`src/common/exec_macros.svh`:
```
`ifndef EXEC_MACROS_SVH
`define EXEC_MACROS_SVH

// Datapath sizing
`define WORD_W      16      // Machine word
`define SHAMT_W     4       // Shift count, log2 of the word width

// Full five-bit opcodes the execute stage decodes itself
`define OP_SLBI     5'b10010  // Shift left and OR in immediate
`define OP_RORI     5'b10110  // Rotate right by immediate
`define OP_BTR      5'b11001  // Bit reverse
`define OP_JR       5'b00101
`define OP_JALR     5'b00111

// Opcode groups, matched on opcode bits [4:2]
`define OP_BR_PFX   3'b011    // BEQZ, BNEZ, BLTZ, BGEZ
`define OP_SET_PFX  3'b111    // SEQ, SLT, SLE, SCO

`endif

```
`src/common/exec_pkg.sv`:
```
`include "exec_macros.svh"

package exec_pkg;

  // One machine word, used for every datapath operand
  typedef logic [`WORD_W-1:0] word_t;

  typedef logic [4:0] instr_op_t;  // Opcode as it leaves decode

  // ALU function select
  // Low two bits double as the shifter mode
  typedef enum logic [2:0] {
    ALU_ROL  = 3'b000,
    ALU_SLL  = 3'b001,
    ALU_ROR  = 3'b010,  // Rewritten to ROL before the ALU
    ALU_SRL  = 3'b011,
    ALU_ADD  = 3'b100,
    ALU_OR   = 3'b101,
    ALU_XOR  = 3'b110,
    ALU_ANDN = 3'b111
  } alu_op_t;

  // Status bits handed to the memory stage
  typedef struct packed {
    logic zero;  // Result is zero
    logic ltz;   // Signed less than zero
    logic err;   // Overflow not masked by pass-through
  } flags_t;

  // Everything the stage register carries, 51 bits
  typedef struct packed {
    word_t  alu_result;
    word_t  branch_target;
    word_t  jump_target;
    flags_t flags;
  } ex_result_t;

endpackage

```
`src/rtl/adder16.sv`:
```
`timescale 1ns/1ps
`include "exec_macros.svh"

module adder16 import exec_pkg::*; (
  input  word_t a,
  input  word_t b,
  input  logic  cin,
  input  logic  sign,  // Report signed overflow instead of carry out
  output word_t sum,
  output logic  ofl
);

  logic [`WORD_W:0] carry;  // carry[i] feeds bit i

  // Plain ripple chain, one full adder per bit
  always_comb begin
    carry[0] = cin;
    for (int i = 0; i < `WORD_W; i++) begin
      sum[i]     = a[i] ^ b[i] ^ carry[i];
      carry[i+1] = (a[i] & b[i]) | (carry[i] & (a[i] ^ b[i]));
    end
  end

  // Signed overflow when carries into and out of the MSB differ
  assign ofl = sign ? (carry[`WORD_W] ^ carry[`WORD_W-1]) : carry[`WORD_W];

endmodule

```
`src/alu/shifter.sv`:
```
`timescale 1ns/1ps
`include "exec_macros.svh"

module shifter import exec_pkg::*; (
  input  word_t               in_word,
  input  logic [`SHAMT_W-1:0] count,
  input  logic [1:0]          mode,     // 00 ROL, 01 SLL, 11 SRL
  output word_t               out_word
);

  localparam int W = `WORD_W;

  // Stage 0 is the input, stage SHAMT_W the result
  word_t stage [`SHAMT_W+1];

  assign stage[0] = in_word;

  // Log shifter, stage i moves by 2**i when count bit i is set
  for (genvar i = 0; i < `SHAMT_W; i++) begin : g_stage
    localparam int AMT = 1 << i;

    word_t rol_w;
    word_t sll_w;
    word_t srl_w;

    assign rol_w = {stage[i][W-AMT-1:0], stage[i][W-1:W-AMT]};  // Wrap top bits around
    assign sll_w = {stage[i][W-AMT-1:0], {AMT{1'b0}}};
    assign srl_w = {{AMT{1'b0}}, stage[i][W-1:AMT]};           // Zero fill from the top

    always_comb begin
      if (!count[i]) begin
        stage[i+1] = stage[i];  // Bit clear, pass straight on
      end else begin
        case (mode)
          2'b01:   stage[i+1] = sll_w;
          2'b11:   stage[i+1] = srl_w;
          // ROR never gets here as such, execute turns it into ROL
          default: stage[i+1] = rol_w;
        endcase
      end
    end
  end

  assign out_word = stage[`SHAMT_W];

endmodule

```
`src/alu/alu.sv`:
```
`timescale 1ns/1ps
`include "exec_macros.svh"

module alu import exec_pkg::*; (
  input  word_t   a,
  input  word_t   b,
  input  logic    cin,
  input  logic    inv_a,
  input  logic    inv_b,
  input  logic    sign,
  input  alu_op_t op,
  output word_t   result,
  output logic    ofl,
  output logic    zero,
  output logic    ltz
);

  word_t op_a;
  word_t op_b;
  word_t sum;
  word_t shifted;
  logic  add_ofl;     // As the adder reports it, per sign
  logic  signed_ofl;  // Always two's complement, for ltz
  logic  is_add;

  // Optional inversion, SUB is ~B plus cin
  assign op_a = inv_a ? ~a : a;
  assign op_b = inv_b ? ~b : b;

  assign is_add = (op == ALU_ADD);

  adder16 u_adder (
    .a    (op_a),
    .b    (op_b),
    .cin  (cin),
    .sign (sign),
    .sum  (sum),
    .ofl  (add_ofl)
  );

  // Shift amount is only the low bits of B
  shifter u_shifter (
    .in_word  (op_a),
    .count    (op_b[`SHAMT_W-1:0]),
    .mode     (op[1:0]),
    .out_word (shifted)
  );

  // Operands agree in sign but the sum does not
  assign signed_ofl = (op_a[`WORD_W-1] == op_b[`WORD_W-1]) &&
                      (sum[`WORD_W-1] != op_a[`WORD_W-1]);

  always_comb begin
    case (op)
      ALU_ADD:  result = sum;
      ALU_OR:   result = op_a | op_b;
      ALU_XOR:  result = op_a ^ op_b;
      ALU_ANDN: result = op_a & ~op_b;
      default:  result = shifted;  // ROL, SLL, ROR, SRL
    endcase
  end

  assign ofl  = is_add & add_ofl;  // Shifts and logic never overflow
  assign zero = ~|result;

  // True signed less-than, sign bit flipped on overflow
  assign ltz = is_add ? (sum[`WORD_W-1] ^ signed_ofl) : result[`WORD_W-1];

endmodule

```
`src/execute/execute.sv`:
```
`timescale 1ns/1ps
`include "exec_macros.svh"

module execute import exec_pkg::*; (
  input  alu_op_t   alu_op,
  input  instr_op_t instr_op,
  input  logic      alu_src,    // Immediate on the B side
  input  logic      inv_a,
  input  logic      inv_b,
  input  logic      cin,
  input  logic      sign,
  input  logic      pass_a,     // Result is read1data
  input  logic      pass_b,     // Result is operand B
  input  logic      mem_write,
  input  word_t     read1data,
  input  word_t     read2data,
  input  word_t     immediate,
  input  word_t     pc,
  input  word_t     jump_in,    // Jump displacement from decode
  output word_t     alu_result,
  output word_t     branch_target,
  output word_t     jump_target,
  output logic      zero,
  output logic      ltz,
  output logic      err
);

  logic    is_rori;
  logic    is_btr;
  logic    is_slbi;
  logic    is_branch;
  logic    is_set;
  logic    is_jump;
  logic    is_ror;
  logic    set_hit;
  logic    alu_ofl;
  logic    branch_ofl;
  alu_op_t alu_op_eff;
  word_t   rot_cnt;
  word_t   rot_neg;
  word_t   alu_a;
  word_t   alu_b;
  word_t   alu_out;
  word_t   btr_word;
  word_t   jump_base;

  // Opcode decode
  assign is_rori   = (instr_op == `OP_RORI);
  assign is_btr    = (instr_op == `OP_BTR);
  assign is_slbi   = (instr_op == `OP_SLBI);
  assign is_branch = (instr_op[4:2] == `OP_BR_PFX);
  assign is_set    = (instr_op[4:2] == `OP_SET_PFX);
  assign is_jump   = (instr_op == `OP_JR) || (instr_op == `OP_JALR);
  assign is_ror    = (alu_op == ALU_ROR);  // ROR and RORI

  // Rotate right by n is rotate left by -n mod 16
  assign rot_cnt    = is_rori ? immediate : read1data;
  assign rot_neg    = ~rot_cnt + 1'b1;
  assign alu_op_eff = is_ror ? ALU_ROL : alu_op;

  // A side
  always_comb begin
    if (is_slbi) begin
      alu_a = read2data << (`WORD_W / 2);  // Low byte moves up, immediate ORs in
    end else if (mem_write) begin
      alu_a = read1data;                   // Store data path
    end else begin
      alu_a = read2data;
    end
  end

  // B side, branches only need the flags of A
  always_comb begin
    if (is_branch) begin
      alu_b = '0;
    end else if (is_ror) begin
      alu_b = rot_neg;
    end else if (alu_src) begin
      alu_b = immediate;
    end else if (mem_write) begin
      alu_b = read2data;
    end else begin
      alu_b = read1data;
    end
  end

  alu u_alu (
    .a      (alu_a),
    .b      (alu_b),
    .cin    (cin),
    .inv_a  (inv_a),
    .inv_b  (inv_b),
    .sign   (sign),
    .op     (alu_op_eff),
    .result (alu_out),
    .ofl    (alu_ofl),
    .zero   (zero),
    .ltz    (ltz)
  );

  // BTR mirrors read2data end for end
  always_comb begin
    for (int i = 0; i < `WORD_W; i++) begin
      btr_word[i] = read2data[`WORD_W-1-i];
    end
  end

  // Condition for the set group, chosen by opcode bits [1:0]
  always_comb begin
    case (instr_op[1:0])
      2'b00:   set_hit = zero;         // SEQ
      2'b01:   set_hit = ltz;          // SLT
      2'b10:   set_hit = zero | ltz;   // SLE
      default: set_hit = alu_ofl;      // SCO
    endcase
  end

  // Result select, BTR wins over sets, sets over pass-through
  always_comb begin
    if (is_btr) begin
      alu_result = btr_word;
    end else if (is_set) begin
      alu_result = set_hit ? word_t'(1) : '0;
    end else if (pass_a && !pass_b) begin
      alu_result = read1data;
    end else if (pass_b && !pass_a) begin
      alu_result = alu_b;
    end else begin
      alu_result = alu_out;  // Both or neither pass bit set
    end
  end

  adder16 u_branch_add (
    .a    (pc),
    .b    (immediate),
    .cin  (1'b0),
    .sign (1'b0),  // Unsigned, ofl is the carry out
    .sum  (branch_target),
    .ofl  (branch_ofl)
  );

  // JR and JALR are register relative, other jumps pc relative
  assign jump_base = is_jump ? read2data : pc;

  adder16 u_jump_add (
    .a    (jump_base),
    .b    (jump_in),
    .cin  (1'b0),
    .sign (1'b1),
    .sum  (jump_target),
    .ofl  ()
  );

  assign err = (alu_ofl | branch_ofl) & ~(pass_a | pass_b);

endmodule

```
`src/rtl/pipe_reg.sv`:
```
`timescale 1ns/1ps

module pipe_reg #(
  parameter type T = logic
) (
  input  logic clk,
  input  logic arst_n,
  input  logic in_valid,
  input  logic stall,
  input  T     d,
  output logic out_valid,
  output T     q
);

  // Stall freezes everything, a bubble keeps the old data
  always_ff @(posedge clk or negedge arst_n) begin
    if (!arst_n) begin
      out_valid <= 1'b0;
      q         <= '0;  // Outputs read zero out of reset
    end else if (!stall) begin
      out_valid <= in_valid;
      if (in_valid) begin
        q <= d;
      end
    end
  end

endmodule

```
`src/rtl/exec_unit.sv`:
```
`timescale 1ns/1ps

module exec_unit import exec_pkg::*; (
  input  logic      clk,
  input  logic      arst_n,
  input  logic      in_valid,
  input  logic      stall,      // Back-pressure from the memory stage
  input  alu_op_t   alu_op,
  input  instr_op_t instr_op,
  input  logic      alu_src,
  input  logic      inv_a,
  input  logic      inv_b,
  input  logic      cin,
  input  logic      sign,
  input  logic      pass_a,
  input  logic      pass_b,
  input  logic      mem_write,
  input  word_t     read1data,
  input  word_t     read2data,
  input  word_t     immediate,
  input  word_t     pc,
  input  word_t     jump_in,
  output logic      out_valid,
  output word_t     alu_result,
  output word_t     branch_target,
  output word_t     jump_target,
  output flags_t    flags
);

  word_t      ex_alu_result;
  word_t      ex_branch_target;
  word_t      ex_jump_target;
  logic       ex_zero;
  logic       ex_ltz;
  logic       ex_err;
  ex_result_t ex_d;  // Combinational results
  ex_result_t ex_q;  // Registered, seen by memory

  execute u_execute (
    .alu_op        (alu_op),
    .instr_op      (instr_op),
    .alu_src       (alu_src),
    .inv_a         (inv_a),
    .inv_b         (inv_b),
    .cin           (cin),
    .sign          (sign),
    .pass_a        (pass_a),
    .pass_b        (pass_b),
    .mem_write     (mem_write),
    .read1data     (read1data),
    .read2data     (read2data),
    .immediate     (immediate),
    .pc            (pc),
    .jump_in       (jump_in),
    .alu_result    (ex_alu_result),
    .branch_target (ex_branch_target),
    .jump_target   (ex_jump_target),
    .zero          (ex_zero),
    .ltz           (ex_ltz),
    .err           (ex_err)
  );

  // Field order follows ex_result_t
  assign ex_d = {ex_alu_result, ex_branch_target, ex_jump_target, ex_zero, ex_ltz, ex_err};

  // One cycle to the memory stage
  pipe_reg #(
    .T (ex_result_t)
  ) u_out_reg (
    .clk       (clk),
    .arst_n    (arst_n),
    .in_valid  (in_valid),
    .stall     (stall),
    .d         (ex_d),
    .out_valid (out_valid),
    .q         (ex_q)
  );

  assign alu_result    = ex_q.alu_result;
  assign branch_target = ex_q.branch_target;
  assign jump_target   = ex_q.jump_target;
  assign flags         = ex_q.flags;

endmodule

```
`config.mk`:
```
export PLATFORM = sky130hd
export DESIGN_NAME = exec_unit
export DESIGN_NICKNAME = d
export VERILOG_FILES = /design/src/common/exec_pkg.sv /design/src/rtl/adder16.sv /design/src/alu/shifter.sv /design/src/alu/alu.sv /design/src/execute/execute.sv /design/src/rtl/pipe_reg.sv /design/src/rtl/exec_unit.sv
export VERILOG_INCLUDE_DIRS = /design/src /design/src/common
export SDC_FILE = /design/constraint.sdc
export NUM_CORES = 1
export LEC_CHECK = 0
export BUFFER_PORTS_ARGS = -buffer_cell sky130_fd_sc_hd__buf_4
export CAP_MARGIN = 40
export CORE_UTILIZATION = 55
export CTS_CLUSTER_SIZE = 10
export DETAILED_ROUTE_END_ITERATION = 8
export PLACE_DENSITY = 0.74
export SLEW_MARGIN = 0
export SYNTH_ARGS = -nofsm -noshare
export SYNTH_HDL_FRONTEND = slang
export SYNTH_SLANG_ARGS = --single-unit
```
`constraint.sdc`:
```
create_clock -name clk -period 1.05 [get_ports clk]
set_input_delay 0.0525 -clock clk [delete_from_list [all_inputs] [get_ports clk]]
set_output_delay 0.0525 -clock clk [all_outputs]
set_load 0.01 [all_outputs]
```
==> reports/summary.txt, run 1 <==
Chip width -> 133 um
Failed at -> global routing (5_1_grt)
I/O pins -> 152
# rows -> 47
Most instantiated cells after synthesis -> nand2_1, inv_1, mux2i_1
Post-synthesis adder-cell area fraction -> 16.3%
Synth Area in Simple Gates -> 17.7%
Synth async-reset ratio -> 100%
Top-count cell post-synth -> nand2_1
Xor and xnor area share after synthesis -> 4.83%
Register area share after synthesis -> 13.8%
Outcome -> did not finish
Synthesized flop and latch total -> 52
Post-Syn Area -> 9430 um^2
Area leader, netlist -> dfrtp_1
Tool error -> [ERROR GRT-0232] Routing congestion too high. Check the congestion heatmap in the GUI.
GRT Total Usage -> 67.2%
Netlist cell types -> 86
Starting density of the core -> 56.7%
Global route overflow -> 3
GRT worst endpoint -> u_out_reg.q[2]$_DFFE_PN0P_/D
YS warnings -> 0
Mux contribution to synthesized area -> 15.0%
Yosys top cell area share -> 13.8%
CTS Buf Count -> 5
RePlAce Congestion -> 1.04
IO buf count -> 151
Post-synth EDFFs -> 0
Compound-Gate Fraction of Synth Area -> 24.3%
Clock Path Buffers -> 2
Post-placement setup slack -> -7160 ps
Largest family of logic cells by synthesized area -> compound AO/OA/AOI/OAI gates
Syn_nets -> 1374
Ys flop type -> dfrtp_1
Dpl hpwl -> 36600 um
Cells after synthesis -> 1178
Die height -> 133 um
Largest net degree at the start of global routing -> 47
H-tree levels -> 2
Syn Area/Cell -> 8.00 um^2
CTS Sinks -> 52
Ranking of synthesized cells by area -> dfrtp_1, fa_1, mux2i_1, ha_1, nand2_1
CTS root buf -> clkbuf_16
WEP type -> sequential cell input
-- metal layers --
| layer | GRT usage [%] | overflow |
|---|---|---|
| met2 | 87.4 | 2 |
| met3 | 46.4 | 0 |
| met1 | 69.7 | 0 |
| met4 | 63.5 | 1 |
| met5 | 12.2 | 0 |
-- what timing repair did --
| item | 4_1_cts |
|---|---|
| hold buffers | 1 |
| resized for setup | 57 |
| endpoints found under the hold margin | 52 |
| pin swaps | 22 |
| endpoints found under the setup margin | 49 |
| setup buffers | 9 |
-- kinds of logic after synthesis --
kind of cell	after synthesis
compound gates	330
fa+ha+maj	96
mux	119
flops	52
xor+xnor	52
simple gates	346
buf+inv	183
-- through the flow --
step                cell area, um^2  hold slack (ps)  utilization (%)  setup TNS [ps]  std cells
floorplan                      9760             -243                -         -181860       1178
global placement              13500            -20.7             81.3         -189000       1834
detailed placement            13500            -18.1             81.3         -193830       1834
CTS                           14000              104             84.0         -173240       1848
==> run 2, diff against run 1 <==
- CORE_UTILIZATION: 55 -> 40
- CTS_CLUSTER_SIZE: 10 -> not set
- PLACE_DENSITY: 0.74 -> not set
- PLACE_DENSITY_LB_ADDON: not set -> 0.15
==> run 2 against run 1 <==
  * The flow now finishes, with violations (negative setup slack)
  * Area after synthesis unchanged
  * Synthesized cell count unchanged
==> reports/summary.txt, run 2 <==
Outcome -> complete, but fails checks
Violated checks -> negative setup slack
Chip width -> 156 um
Cells after synthesis -> 1178
Reg2Reg Depth -> 3
Ant diodes -> 0
CP max stage cell -> mux4_2
Register area share after synthesis -> 13.8%
Post-route cell area -> 15200 um^2
Tmin final -> 7860 ps
Placed insts -> 1980
Netlist cell types -> 86
Power, Total -> 15.9 mW
Highest-count cells in the layout ignoring fill and taps -> buf_4, nand2_1, inv_1, mux2i_1, nor2_1
Slew HR -> 50.2%
Detail Route Antenna Nets -> 0
Ranking of synthesized cells by area -> dfrtp_1, fa_1, mux2i_1, ha_1, nand2_1
Routed len/inst -> 24.2 um
Final Setup Violations -> 49
CP startpoint kind -> input pin
Most instantiated cells after synthesis -> nand2_1, inv_1, mux2i_1
Synth async-reset ratio -> 100%
Dpl hpwl -> 38800 um
Crit path max fanout -> 4
DR iter-0 viols -> 1041
RSZ-0062 raised after global routing -> true
Yosys top cell area share -> 13.8%
CTS Buf Count -> 5
Top cell by count, worst path -> fa_2
Worst Hold Path Cells -> 4
CTS tree -> built
Global route overflow -> 0
Share of layout cells above drive strength 1 -> 47.8%
Initial antenna violation count -> 0
Number of global-route vias before repair -> 11900
Final wirelength -> 49100 um
Setup CP Type -> input pin to flip-flop
CP arrival -> 8060 ps
YS warnings -> 0
H-tree levels -> 2
Number of flip-flops under the largest register name -> 51
CTS root buf -> clkbuf_16
Initial DRT Pass Iterations -> 7
Post-route clock period utilization -> 748%
IO buf count -> 151
Syn_nets -> 1374
Most flops, register -> u_out_reg.q
Die height -> 156 um
Clk_lat worst skew -> 290 ps
Clock skew -> 0 ps
Endpoint class of the critical path -> flip-flop
CP Buf/Inv Count -> 3
Synthesized flop and latch total -> 52
Vias/cell -> 5.88
Max-slew violation count -> 0
Maxcap violations -> 0
VDD IR-drop max -> 0.651 mV
R2r setup slk -> 200 ps
Largest net degree at the start of global routing -> 47
Area leader, netlist -> dfrtp_1
RePlAce Congestion -> 1.04
Clk slew on worst S/H paths -> 70 ps
Final Hold Fails -> 0
Largest regs -> u_out_reg.q: 51 flops, u_out_reg.out_valid: 1 flops
Die area -> 24200 um^2
Starting density of the core -> 41.3%
Nets -> 1911
CTS Sinks -> 52
GRT Total Usage -> 40.8%
Achievable Freq -> 127 MHz
PD cells -> 1050 nW/um^2
Most common cell after layout, fill and taps aside -> buf_4
Worst setup margin -> -6810 ps
Leak -> 7.09 nW
Post-synth EDFFs -> 0
Ys flop type -> dfrtp_1
Drt drc -> 0
Syn Area/Cell -> 8.00 um^2
Finished Layout Cells -> 2029
Max incr delay on CP -> 470 ps
Global-route wire length before repair -> 73000 um
Delay-heaviest family, CP -> adder cells
DR vias -> 11900
Worst min path class -> input pin to flip-flop
Top-count cell post-synth -> nand2_1
# rows -> 55
Core area -> 22800 um^2
CP Depth -> 31
Post-Syn Area -> 9430 um^2
Clock Path Buffers -> 2
Placement Cell Area -> 14100 um^2
Worst hold slack -> 78.8 ps
I/O pins -> 152
Area added between synthesis and finish -> 60.8%
Critical Path RT -> 1250 ps
Worst-Margin Slew -> 728 ps
Sum Neg Setup Slack -> -184210 ps
==> run 2: cell counts after synthesis <==
No cell type changed its count.
==> run 2: routing by layer <==
layer / wire length (um) / global-route usage (%) / vias up
met5: 0 / 0 / -
met4: 3650 / 27.2 / 0
met2: 22200 / 67.6 / 705
met3: 4620 / 7.03 / 192
li1: - / - / 5351
met1: 18600 / 48.5 / 5688
==> run 2: path summary, 6_finish.rpt <==
path,from,to
setup / recovery,instr_op[0],u_out_reg.q[2]
hold / removal,jump_in[0],u_out_reg.q[3]
setup reg to reg,u_out_reg.q[35],u_out_reg.q[35]
hold reg to reg,u_out_reg.q[21],u_out_reg.q[21]
max in group asynchronous,arst_n,u_out_reg.q[31]
min in group asynchronous,arst_n,u_out_reg.q[12]
==> run 2: kinds of logic (layout without fill, tap and decap cells) <==
logic type	after synthesis	after routing	share of synthesized area (%)
flip-flops	52	52	13.8
AND/OR/NAND/NOR	346	346	17.7
buffers and inverters	183	721	8.04
adder cells (fa/ha/maj)	96	96	16.3
XOR/XNOR	52	52	4.83
AO/OA/AOI/OAI	330	330	24.3
multiplexers	119	119	15.0
==> run 2: layout make-up <==
type	instances	area, um^2
fill	2019	7690
clock inverter	2	16.3
inverter	94	368
timing repair buffer	619	4940
sequential	52	1300
clock buffer	6	129
multi-input combinational	943	8010
tap	313	392
==> run 2: what timing repair did <==
item / in CTS / in global routing
setup buffers: 68 / 6
endpoints found under the hold margin: 52 / 0
setup endpoints to repair: 49 / 49
hold buffers: 1 / 0
gates resized for setup: 120 / 35
pin swaps: 72 / 30
==> run 2: per-stage QoR <==
stage          utilization, %  setup WS [ps]
6_report                 66.3          -6810
4_1_cts                  66.1          -6810
5_1_grt                  66.3          -7050
2_1_floorplan               -          -7260
3_5_place_dp             61.6          -7150
3_3_place_gp             61.6          -7010
==> run 2: worst register-to-register path, cell delays in order, from the launching register on <==
cell	delay [ps]
dfrtp_1	350
nor2_1	60
a211o_1	270
o211ai_1	90
==> run 2: where the power goes <==
part           internal, mW  leakage, nW  switching (mW)
logic                  5.57         6.39            6.06
clock network         0.891       0.0671           0.778
registers              2.38        0.634           0.221
total                  8.85         7.09            7.06
Note: power is estimated with default switching activity, not from simulation.
